<file path="src/source/core_cfg_pkg.sv">
package core_cfg_pkg;

    // Datapath and register file geometry.
    localparam int XLEN   = 32;
    localparam int REG_AW = 5;

    // Load types, matching the RV32 funct3 field of the load opcode.
    localparam logic [2:0] LD_B  = 3'b000;
    localparam logic [2:0] LD_H  = 3'b001;
    localparam logic [2:0] LD_W  = 3'b010;
    localparam logic [2:0] LD_BU = 3'b100;
    localparam logic [2:0] LD_HU = 3'b101;

    // Write-back sequencer states.
    localparam logic [1:0] WB_WAIT_IFU  = 2'b00; // Idle until a fetch strobe.
    localparam logic [1:0] WB_WAIT_CTRL = 2'b01; // Classify the instruction.
    localparam logic [1:0] WB_WAIT_MEM  = 2'b10; // Load in flight.
    localparam logic [1:0] WB_COMMIT    = 2'b11; // Finish cycle.

endpackage

</file>
<file path="src/source/csr_pkg.sv">
package csr_pkg;

    // Width of the CSR address field in the instruction.
    localparam int CSR_AW = 12;

    // CSR operations requested by the decoder.
    localparam logic [2:0] CSR_NONE  = 3'd0;
    localparam logic [2:0] CSR_WRITE = 3'd1; // New value is the operand.
    localparam logic [2:0] CSR_SET   = 3'd2; // Old value OR operand.
    localparam logic [2:0] CSR_CLEAR = 3'd3; // Old value AND NOT operand.

    // Codes 4 to 7 are reserved and act like CSR_NONE.

    // Implemented machine-mode CSRs.
    localparam logic [CSR_AW-1:0] CSR_MSTATUS = 12'h300;
    localparam logic [CSR_AW-1:0] CSR_MTVEC   = 12'h305;
    localparam logic [CSR_AW-1:0] CSR_MEPC    = 12'h341;
    localparam logic [CSR_AW-1:0] CSR_MCAUSE  = 12'h342;

endpackage

</file>
<file path="src/source/core_retire.sv">
`timescale 1ns/100ps

module core_retire (
    input  logic                            clk,
    input  logic                            rst,
    input  logic                            ifu_valid_i,
    input  logic                            lsu_valid_i,
    input  logic                            memory_inst_i,
    input  logic                            wd_i,
    input  logic [core_cfg_pkg::REG_AW-1:0] wreg_i,
    input  logic [core_cfg_pkg::XLEN-1:0]   reg_wdata_i,
    input  logic [2:0]                      csr_type_i,
    input  logic [csr_pkg::CSR_AW-1:0]      csr_addr_i,
    input  logic [core_cfg_pkg::XLEN-1:0]   csr_wdata_i,
    input  logic [core_cfg_pkg::XLEN-1:0]   mem_rdata_i,
    input  logic [1:0]                      mem_offset_i,
    input  logic [2:0]                      load_type_i,
    input  logic [core_cfg_pkg::REG_AW-1:0] rs1_addr_i,
    input  logic [core_cfg_pkg::REG_AW-1:0] rs2_addr_i,
    output logic [core_cfg_pkg::XLEN-1:0]   rs1_data_o,
    output logic [core_cfg_pkg::XLEN-1:0]   rs2_data_o,
    output logic                            finish_o
);

    logic [core_cfg_pkg::XLEN-1:0]   load_data;
    logic [core_cfg_pkg::XLEN-1:0]   csr_old;
    logic                            rf_we;
    logic [core_cfg_pkg::REG_AW-1:0] rf_waddr;
    logic [core_cfg_pkg::XLEN-1:0]   rf_wdata;
    logic [2:0]                      csr_op;

    // Raw memory word to register format.
    load_align i_load_align (
        .mem_rdata_i  (mem_rdata_i),
        .mem_offset_i (mem_offset_i),
        .load_type_i  (load_type_i),
        .load_data_o  (load_data)
    );

    wb_sequencer i_wb_sequencer (
        .clk           (clk),
        .rst           (rst),
        .ifu_valid_i   (ifu_valid_i),
        .lsu_valid_i   (lsu_valid_i),
        .memory_inst_i (memory_inst_i),
        .wd_i          (wd_i),
        .wreg_i        (wreg_i),
        .reg_wdata_i   (reg_wdata_i),
        .load_data_i   (load_data),
        .csr_type_i    (csr_type_i),
        .csr_old_i     (csr_old),
        .rf_we_o       (rf_we),
        .rf_waddr_o    (rf_waddr),
        .rf_wdata_o    (rf_wdata),
        .csr_op_o      (csr_op),
        .finish_o      (finish_o)
    );

    reg_file #(
        .NUM_REGS (32)
    ) i_reg_file (
        .clk       (clk),
        .rst       (rst),
        .we_i      (rf_we),
        .waddr_i   (rf_waddr),
        .wdata_i   (rf_wdata),
        .raddr_a_i (rs1_addr_i),
        .raddr_b_i (rs2_addr_i),
        .rdata_a_o (rs1_data_o),
        .rdata_b_o (rs2_data_o)
    );

    // The address is held, so old_o stays stable through commit.
    csr_file i_csr_file (
        .clk     (clk),
        .rst     (rst),
        .op_i    (csr_op),
        .addr_i  (csr_addr_i),
        .wdata_i (csr_wdata_i),
        .old_o   (csr_old)
    );

endmodule

</file>
<file path="src/source/csr_file.sv">
`timescale 1ns/100ps

module csr_file (
    input  logic                          clk,
    input  logic                          rst,
    input  logic [2:0]                    op_i,
    input  logic [csr_pkg::CSR_AW-1:0]    addr_i,
    input  logic [core_cfg_pkg::XLEN-1:0] wdata_i,
    output logic [core_cfg_pkg::XLEN-1:0] old_o
);

    logic [core_cfg_pkg::XLEN-1:0] mstatus;
    logic [core_cfg_pkg::XLEN-1:0] mtvec;
    logic [core_cfg_pkg::XLEN-1:0] mepc;
    logic [core_cfg_pkg::XLEN-1:0] mcause;
    logic [core_cfg_pkg::XLEN-1:0] new_val;
    logic                          write_en;

    // Current value of the addressed CSR.
    always_comb begin
        case (addr_i)
            csr_pkg::CSR_MSTATUS: old_o = mstatus;
            csr_pkg::CSR_MTVEC:   old_o = mtvec;
            csr_pkg::CSR_MEPC:    old_o = mepc;
            csr_pkg::CSR_MCAUSE:  old_o = mcause;
            default:              old_o = '0;      // Unimplemented, reads zero.
        endcase
    end

    // Read-modify-write result.
    always_comb begin
        case (op_i)
            csr_pkg::CSR_WRITE: new_val = wdata_i;
            csr_pkg::CSR_SET:   new_val = old_o | wdata_i;
            csr_pkg::CSR_CLEAR: new_val = old_o & ~wdata_i;
            default:            new_val = old_o;
        endcase
    end

    // Reserved codes 4 to 7 do not write.
    assign write_en = (op_i inside {csr_pkg::CSR_WRITE, csr_pkg::CSR_SET,
                                    csr_pkg::CSR_CLEAR});

    always_ff @(posedge clk) begin
        if (rst) begin
            mstatus <= '0;
            mtvec   <= '0;
            mepc    <= '0;
            mcause  <= '0;
        end else if (write_en) begin
            case (addr_i)
                csr_pkg::CSR_MSTATUS: mstatus <= new_val;
                csr_pkg::CSR_MTVEC:   mtvec   <= new_val;
                csr_pkg::CSR_MEPC:    mepc    <= new_val;
                csr_pkg::CSR_MCAUSE:  mcause  <= new_val;
                default: begin
                    // Writes to unknown addresses are ignored.
                end
            endcase
        end
    end

endmodule

</file>
<file path="src/source/load_align.sv">
`timescale 1ns/100ps

module load_align (
    input  logic [core_cfg_pkg::XLEN-1:0] mem_rdata_i,
    input  logic [1:0]                    mem_offset_i,
    input  logic [2:0]                    load_type_i,
    output logic [core_cfg_pkg::XLEN-1:0] load_data_o
);

    logic [core_cfg_pkg::XLEN-1:0] byte_word;
    logic [core_cfg_pkg::XLEN-1:0] half_word;
    logic [7:0]                    byte_val;
    logic [15:0]                   half_val;

    // Bytes use the full offset, halfwords only offset bit 1.
    assign byte_word = mem_rdata_i >> {mem_offset_i, 3'b000};
    assign half_word = mem_rdata_i >> {mem_offset_i[1], 4'b0000};

    assign byte_val = byte_word[7:0];
    assign half_val = half_word[15:0];

    always_comb begin
        case (load_type_i)
            core_cfg_pkg::LD_B: begin
                load_data_o = {{(core_cfg_pkg::XLEN-8){byte_val[7]}}, byte_val};
            end
            core_cfg_pkg::LD_BU: begin
                load_data_o = {{(core_cfg_pkg::XLEN-8){1'b0}}, byte_val};
            end
            core_cfg_pkg::LD_H: begin
                load_data_o = {{(core_cfg_pkg::XLEN-16){half_val[15]}}, half_val};
            end
            core_cfg_pkg::LD_HU: begin
                load_data_o = {{(core_cfg_pkg::XLEN-16){1'b0}}, half_val};
            end
            core_cfg_pkg::LD_W: begin
                load_data_o = mem_rdata_i;             // Offset ignored.
            end
            default: begin
                load_data_o = mem_rdata_i;             // Unknown type, full word.
            end
        endcase
    end

endmodule

</file>
<file path="src/source/reg_file.sv">
`timescale 1ns/100ps

module reg_file #(
    parameter int NUM_REGS = 32
) (
    input  logic                            clk,
    input  logic                            rst,
    input  logic                            we_i,
    input  logic [core_cfg_pkg::REG_AW-1:0] waddr_i,
    input  logic [core_cfg_pkg::XLEN-1:0]   wdata_i,
    input  logic [core_cfg_pkg::REG_AW-1:0] raddr_a_i,
    input  logic [core_cfg_pkg::REG_AW-1:0] raddr_b_i,
    output logic [core_cfg_pkg::XLEN-1:0]   rdata_a_o,
    output logic [core_cfg_pkg::XLEN-1:0]   rdata_b_o
);

    logic [core_cfg_pkg::XLEN-1:0] regs [NUM_REGS];

    always_ff @(posedge clk) begin
        if (rst) begin
            for (int i = 0; i < NUM_REGS; i++) begin
                regs[i] <= '0;
            end
        end else if (we_i && waddr_i != '0 && waddr_i < NUM_REGS) begin
            regs[waddr_i] <= wdata_i;                  // x0 writes are dropped.
        end
    end

    // x0 and addresses beyond the file read as zero.
    always_comb begin
        if (raddr_a_i == '0 || raddr_a_i >= NUM_REGS) rdata_a_o = '0;
        else                                          rdata_a_o = regs[raddr_a_i];
    end

    always_comb begin
        if (raddr_b_i == '0 || raddr_b_i >= NUM_REGS) rdata_b_o = '0;
        else                                          rdata_b_o = regs[raddr_b_i];
    end

endmodule

</file>
<file path="src/source/wb_sequencer.sv">
`timescale 1ns/100ps

module wb_sequencer (
    input  logic                            clk,
    input  logic                            rst,
    input  logic                            ifu_valid_i,
    input  logic                            lsu_valid_i,
    input  logic                            memory_inst_i,
    input  logic                            wd_i,
    input  logic [core_cfg_pkg::REG_AW-1:0] wreg_i,
    input  logic [core_cfg_pkg::XLEN-1:0]   reg_wdata_i,
    input  logic [core_cfg_pkg::XLEN-1:0]   load_data_i,
    input  logic [2:0]                      csr_type_i,
    input  logic [core_cfg_pkg::XLEN-1:0]   csr_old_i,
    output logic                            rf_we_o,
    output logic [core_cfg_pkg::REG_AW-1:0] rf_waddr_o,
    output logic [core_cfg_pkg::XLEN-1:0]   rf_wdata_o,
    output logic [2:0]                      csr_op_o,
    output logic                            finish_o
);

    logic [1:0]                    state;
    logic [1:0]                    next_state;
    logic                          commit;
    logic                          csr_real;
    logic [core_cfg_pkg::XLEN-1:0] wb_data;

    always_ff @(posedge clk) begin
        if (rst) begin
            state    <= core_cfg_pkg::WB_WAIT_IFU;
            finish_o <= 1'b0;
        end else begin
            state    <= next_state;
            finish_o <= (next_state == core_cfg_pkg::WB_COMMIT); // One cycle after commit.
        end
    end

    always_comb begin
        next_state = state;
        case (state)
            core_cfg_pkg::WB_WAIT_IFU: begin
                if (ifu_valid_i) next_state = core_cfg_pkg::WB_WAIT_CTRL;
            end
            core_cfg_pkg::WB_WAIT_CTRL: begin
                if (memory_inst_i) next_state = core_cfg_pkg::WB_WAIT_MEM;
                else               next_state = core_cfg_pkg::WB_COMMIT;
            end
            core_cfg_pkg::WB_WAIT_MEM: begin
                if (lsu_valid_i) next_state = core_cfg_pkg::WB_COMMIT;
            end
            core_cfg_pkg::WB_COMMIT: begin
                // The finish cycle already takes the next fetch.
                if (ifu_valid_i) next_state = core_cfg_pkg::WB_WAIT_CTRL;
                else             next_state = core_cfg_pkg::WB_WAIT_IFU;
            end
            default: next_state = core_cfg_pkg::WB_WAIT_IFU;
        endcase
    end

    // Writes land at the end of the cycle that enters WB_COMMIT.
    assign commit = (next_state == core_cfg_pkg::WB_COMMIT);

    assign csr_real = (csr_type_i inside {csr_pkg::CSR_WRITE, csr_pkg::CSR_SET,
                                          csr_pkg::CSR_CLEAR});

    always_comb begin
        if (memory_inst_i)  wb_data = load_data_i;
        else if (csr_real)  wb_data = csr_old_i;   // CSR reads return the old value.
        else                wb_data = reg_wdata_i;
    end

    assign rf_we_o    = commit & wd_i;
    assign rf_waddr_o = commit ? wreg_i : '0;
    assign rf_wdata_o = commit ? wb_data : '0;
    assign csr_op_o   = (commit && csr_real) ? csr_type_i : csr_pkg::CSR_NONE;

endmodule

</file>
<file path="config.mk">
export PLATFORM = sky130hd
export DESIGN_NAME = core_retire
export DESIGN_NICKNAME = d
export VERILOG_FILES = /design/src/source/core_cfg_pkg.sv /design/src/source/csr_pkg.sv /design/src/source/core_retire.sv /design/src/source/csr_file.sv /design/src/source/load_align.sv /design/src/source/reg_file.sv /design/src/source/wb_sequencer.sv
export SDC_FILE = /design/constraint.sdc
export NUM_CORES = 2
export LEC_CHECK = 0
export ABC_CLOCK_PERIOD_IN_PS = 4400
export BUFFER_PORTS_ARGS = -buffer_cell sky130_fd_sc_hd__buf_4
export CAP_MARGIN = 20
export CORE_AREA = 2 2 520 393
export CTS_BUF_LIST = sky130_fd_sc_hd__clkbuf_16
export CTS_CLUSTER_DIAMETER = 30
export CTS_CLUSTER_SIZE = 20
export DETAILED_ROUTE_END_ITERATION = 8
export DIE_AREA = 0 0 522 395
export PLACE_DENSITY = 0.54
export SLEW_MARGIN = 25
export SYNTH_ARGS = -nofsm -noshare
export SYNTH_HDL_FRONTEND = slang
export SYNTH_SLANG_ARGS = --single-unit
</file>
<file path="constraint.sdc">
create_clock -name clk -period 4.4 [get_ports clk]
set_input_delay 0.22 -clock clk [delete_from_list [all_inputs] [get_ports clk]]
set_output_delay 0.22 -clock clk [all_outputs]
set_load 0.1 [all_outputs]
</file>
==> metrics.md <==
| Metric | Value |
|---|---|
| Status | finished, final reports clean |
| RR Endpoint | i_reg_file.regs[27][22] |
| Via density | 5.81 |
| Final min period | approximately 3.7 ns |
| Clock Skews | 0.0469 ns |
| Clk Latency, worst-skew pair | 0.84 ns |
| Slew HR | between 8 and 9% |
| H-Tree Depth | 4 |
| Routed length per instance | approximately 29 um |
| Mapped Avg Cell Area | between 10 and 15 um^2 |
| CP max stage delay | ~0.63 ns |
| Sequential element share of the synthesized area | between 50 and 60% |
| Initial Util | between 20% and 30% |
| Drt pass-1 iters | 6 |
| CP startpoint kind | register |
| Hold Path Depth | 4 |
| Slew @ Worst Pin | approximately 1.4 ns |
| Largest net degree at the start of global routing | between 90 and 100 |
| Synthesis-stage register bit count | between 1k and 1.5k |
| Ys flop type | edfxtp_1 |
| Unrepaired setup endpoints after global routing | no |
| FF-to-FF Start | i_wb_sequencer.state[0] |
| Fillers | between 15k and 20k |
| Hpwl dp | 143000 um |
| CTS clk-pin slew, worst paths | 0.05 ns |
| Area of the multi-input gates | between 20000 and 25000 um^2 |
| Die H | 395 um |
| DRT iter0 DRCs | ~5.7k |
| Final Max Tran Viols | 0 |
| Max-Cap Viols | 0 |
| Slowest-stage cell, CP | o32a_2 |
| CP cell instances | inv_1 -> ha_1 -> nor2b_1 -> o32a_2 -> buf_4 -> o21a_1 -> buf_4 -> nand3_1 -> nor3_1 |
| Vias in the first global route | between 40k and 50k |
| Share of layout cells above drive strength 1 | about a third |
| Area Overhead vs Synth | 22.4% |
| Worst R2R Path Depth | 9 |
| Chip Width | 522 um |
| # setup viols final | 0 |
| Pwr Total | around 0.034 W |
| Post-Synthesis Cell Area | 60100 um^2 |
| Dpl cells | between 7k and 8k |
| Final Cycle Share | between 80 and 90% |
| Die area | 206000 um^2 |
| Count of cell types in the netlist | between 70 and 80 |
| Nets | about 4.7k |
| Initial antenna violation count | 6 |
| Hold_ws | about 0.08 ns |
| GRT Residual Overflow | 0 |
| Final Non-Filler Cells | between 7k and 8k |
| # DRC | 0 |
| Crit path kind | register to register |
| Power per cell area | around 460 nW/um^2 |
| Register area | approximately 33000 um^2 |
| WP buf/inv | 3 |
| Max Fclk | about 270 MHz |
| Worst Hold End | i_wb_sequencer.state[0] |
| Most used cell, CP | buf_4 |
| Total CTS buffers | 215 |
| Hold/Removal Path Class | input pin to register |
| Post-route ant nets | 0 |
| Row count | 143 |
| Top delay family on crit path | simple AND/OR/NAND/NOR gates |
| Gr usage total | around a fifth |
| Post-synth EDFFs | a little over 1k |
| Ys async rst share | 0% |
| Critical Path RT | around 5 ns |
| CTS max path bufs | 3 |
| Final Hold Violating Endpoints | 0 |
| CTS root buf | clkbuf_16 |
| Post-CTS Setup Bufs | 0 |
| Routed via count | around 43k |
| Gate Count Post-Synth | approximately 4.4k |
| Core Region | around 200000 um^2 |
| First-pass GRT wire length | 314000 um |
| Routability cong. | just under 0.9 |
| FF-to-FF setup slack | about 0.74 ns |
| CTS tree | done |
| Clock Sinks | 1155 |
| Sum of negative setup slack | 0 ns |
| Worst setup EP type | register |
| Max rail drop VDD | 0.000455 V |
| HP Start | memory_inst_i |
| CP arrival | between 4 and 5 ns |
| Critical Path Fanout Max | 31 |
| Ports | just over 200 |
| Routed wire length | around 220000 um |
| I/O Buffers | between 200 and 250 |
| Ys Warns | 0 |
| Static Leakage | ~26 nW |
==> synth_stat cells, types with 5 or more instances <==
master	n	area share [%]
o211a_1	56	0.93
a221oi_1	63	0.92
mux4_2	512	19
a22o_1	108	1.6
o21ai_1	6	0.050
o32ai_1	5	0.073
nor4_1	32	0.33
and2_1	7	0.073
nand3_1	49	0.41
nand2_1	59	0.37
mux2i_1	9	0.15
a32o_1	8	0.13
nor3_1	137	1.1
nor2_1	889	5.6
mux2_2	132	2.5
a32oi_1	10	0.15
a222oi_1	14	0.23
inv_1	9	0.056
a21o_1	17	0.21
nand4_1	18	0.19
buf_2	151	1.3
or3_1	5	0.052
dfxtp_1	131	4.4
buf_1	27	0.17
a22oi_1	17	0.21
a311oi_1	7	0.10
nand2b_1	42	0.44
nor3b_1	11	0.14
a211o_1	11	0.16
a31oi_1	5	0.052
nor2b_1	39	0.41
o211ai_1	60	0.75
nor3_2	12	0.20
a21oi_1	48	0.40
buf_4	35	0.44
clkbuf_1	288	1.8
a211oi_1	101	1.3
nand3b_1	5	0.062
edfxtp_1	1024	51
o21ai_0	47	0.39
o22ai_1	87	0.91
and3_1	16	0.17
==> per-layer routing <==
| metal | global-route usage, % | wire length [um] | vias to the layer above |
|---|---|---|---|
| li1 | - | - | 17800 |
| met1 | 29.8 | 90800 | 22700 |
| met2 | 31.6 | 100000 | 2509 |
| met3 | 4.09 | 22100 | 351 |
| met4 | 6.81 | 5870 | 0 |
| met5 | 0 | 0 | - |
==> how the worst max path moves through the flow <==
stage	startpoint	end	slack, ns	depth (start not counted)
floorplan	rs2_addr_i[1]	rs2_data_o[10]	0.37	7
global placement	csr_addr_i[3]	i_reg_file.regs[24][4]	0.72	7
detailed placement	i_wb_sequencer.state[0]	i_reg_file.regs[27][22]	0.78	9
CTS	i_wb_sequencer.state[0]	i_reg_file.regs[27][22]	0.78	9
global route	i_wb_sequencer.state[0]	i_reg_file.regs[16][6]	0.53	8
finish	i_wb_sequencer.state[0]	i_reg_file.regs[27][22]	0.74	9
==> final cells by class <==
type | instances | share of cell area (%)
sequential | 1155 | 45.4
multi-input combinational | 2726 | 33.8
clock buffer | 219 | 7.45
timing repair buffer | 490 | 6.00
tap | 2682 | 4.56
clock inverter | 183 | 2.77
inverter | 10 | 0.0544
antenna | 6 | 0.0204
==> tightest hold or removal path, delay by kind of cell <==
family | cells | cell delay (ns)
and+or+nand+nor | 2 | 0.32
buffers and inverters | 1 | 0.21
AOI/OAI and AO/OA | 1 | 0.07
==> timing repair <==
action	CTS	global route
setup endpoints to repair	0	0
hold buffers	41	0
hold endpoints to repair	138	0
gates resized for setup	0	0
==> stage by stage <==
| stage | setup WS (ns) | cell area (um^2) | util, % |
|---|---|---|---|
| global route | 0.526 | 73600 | 36.6 |
| CTS | 0.785 | 73500 | 36.5 |
| global placement | 0.720 | 65500 | 32.6 |
| detailed placement | 0.784 | 65600 | 32.6 |
| finish | 0.741 | 73600 | 36.6 |
| floorplan | 0.370 | 60200 | - |
==> state kept, by name, indices dropped and copies added (netlist names) <==
| register | count |
|---|---|
| i_csr_file.mcause | 32 |
| i_csr_file.mepc | 32 |
| i_csr_file.mstatus | 32 |
| i_csr_file.mtvec | 32 |
| i_reg_file.regs | 1024 |
| i_wb_sequencer.finish_o | 1 |
| i_wb_sequencer.state | 2 |
==> power breakdown <==
part / switching, W / total (W) / leakage [nW] / internal, W
registers: 0.000180 / 0.0124 / 11.6 / 0.0123
logic: 0.00282 / 0.00422 / 10.5 / 0.00140
clock network: 0.00599 / 0.0171 / 3.68 / 0.0112
total: 0.00898 / 0.0338 / 25.7 / 0.0248
==> cell families (layout without fill, tap and decap cells) <==
family | count (synthesis) | in the layout | synth area share (%)
DFF | 1155 | 1155 | 55.5
muxes | 653 | 653 | 21.8
and+or+nand+nor | 1344 | 1344 | 9.87
xor gates and xnor gates | 1 | 1 | 0.0146
other | 1 | 38 | 0.00624
adders and majority gates | 4 | 4 | 0.0832
buffers and inverters | 517 | 902 | 3.85
AOI/OAI and AO/OA | 692 | 692 | 8.87
==> placed cells by master (no fill, tap or decap), types with 31 or more instances in the layout <==
cell type      synthesis  routed
edfxtp_1            1024    1024
nor2_1               889     886
mux4_2               512     512
buf_4                 35     396
clkbuf_16              0     219
nor3_1               137     136
mux2_2               132     132
dfxtp_1              131     131
a22o_1               108     108
a211oi_1             101      95
o22ai_1               87      86
a221oi_1              63      63
o211ai_1              60      60
o211a_1               56      56
nand3_1               49      49
a21oi_1               48      48
o21ai_0               47      46
buf_12                 0      45
dlygate4sd3_1          0      41
nand2b_1              42      40
bufinv_16              0      36
nor2b_1               39      34
conb_1                 1      32
inv_1                  9      31
Note: power is estimated with default switching activity, not from simulation.
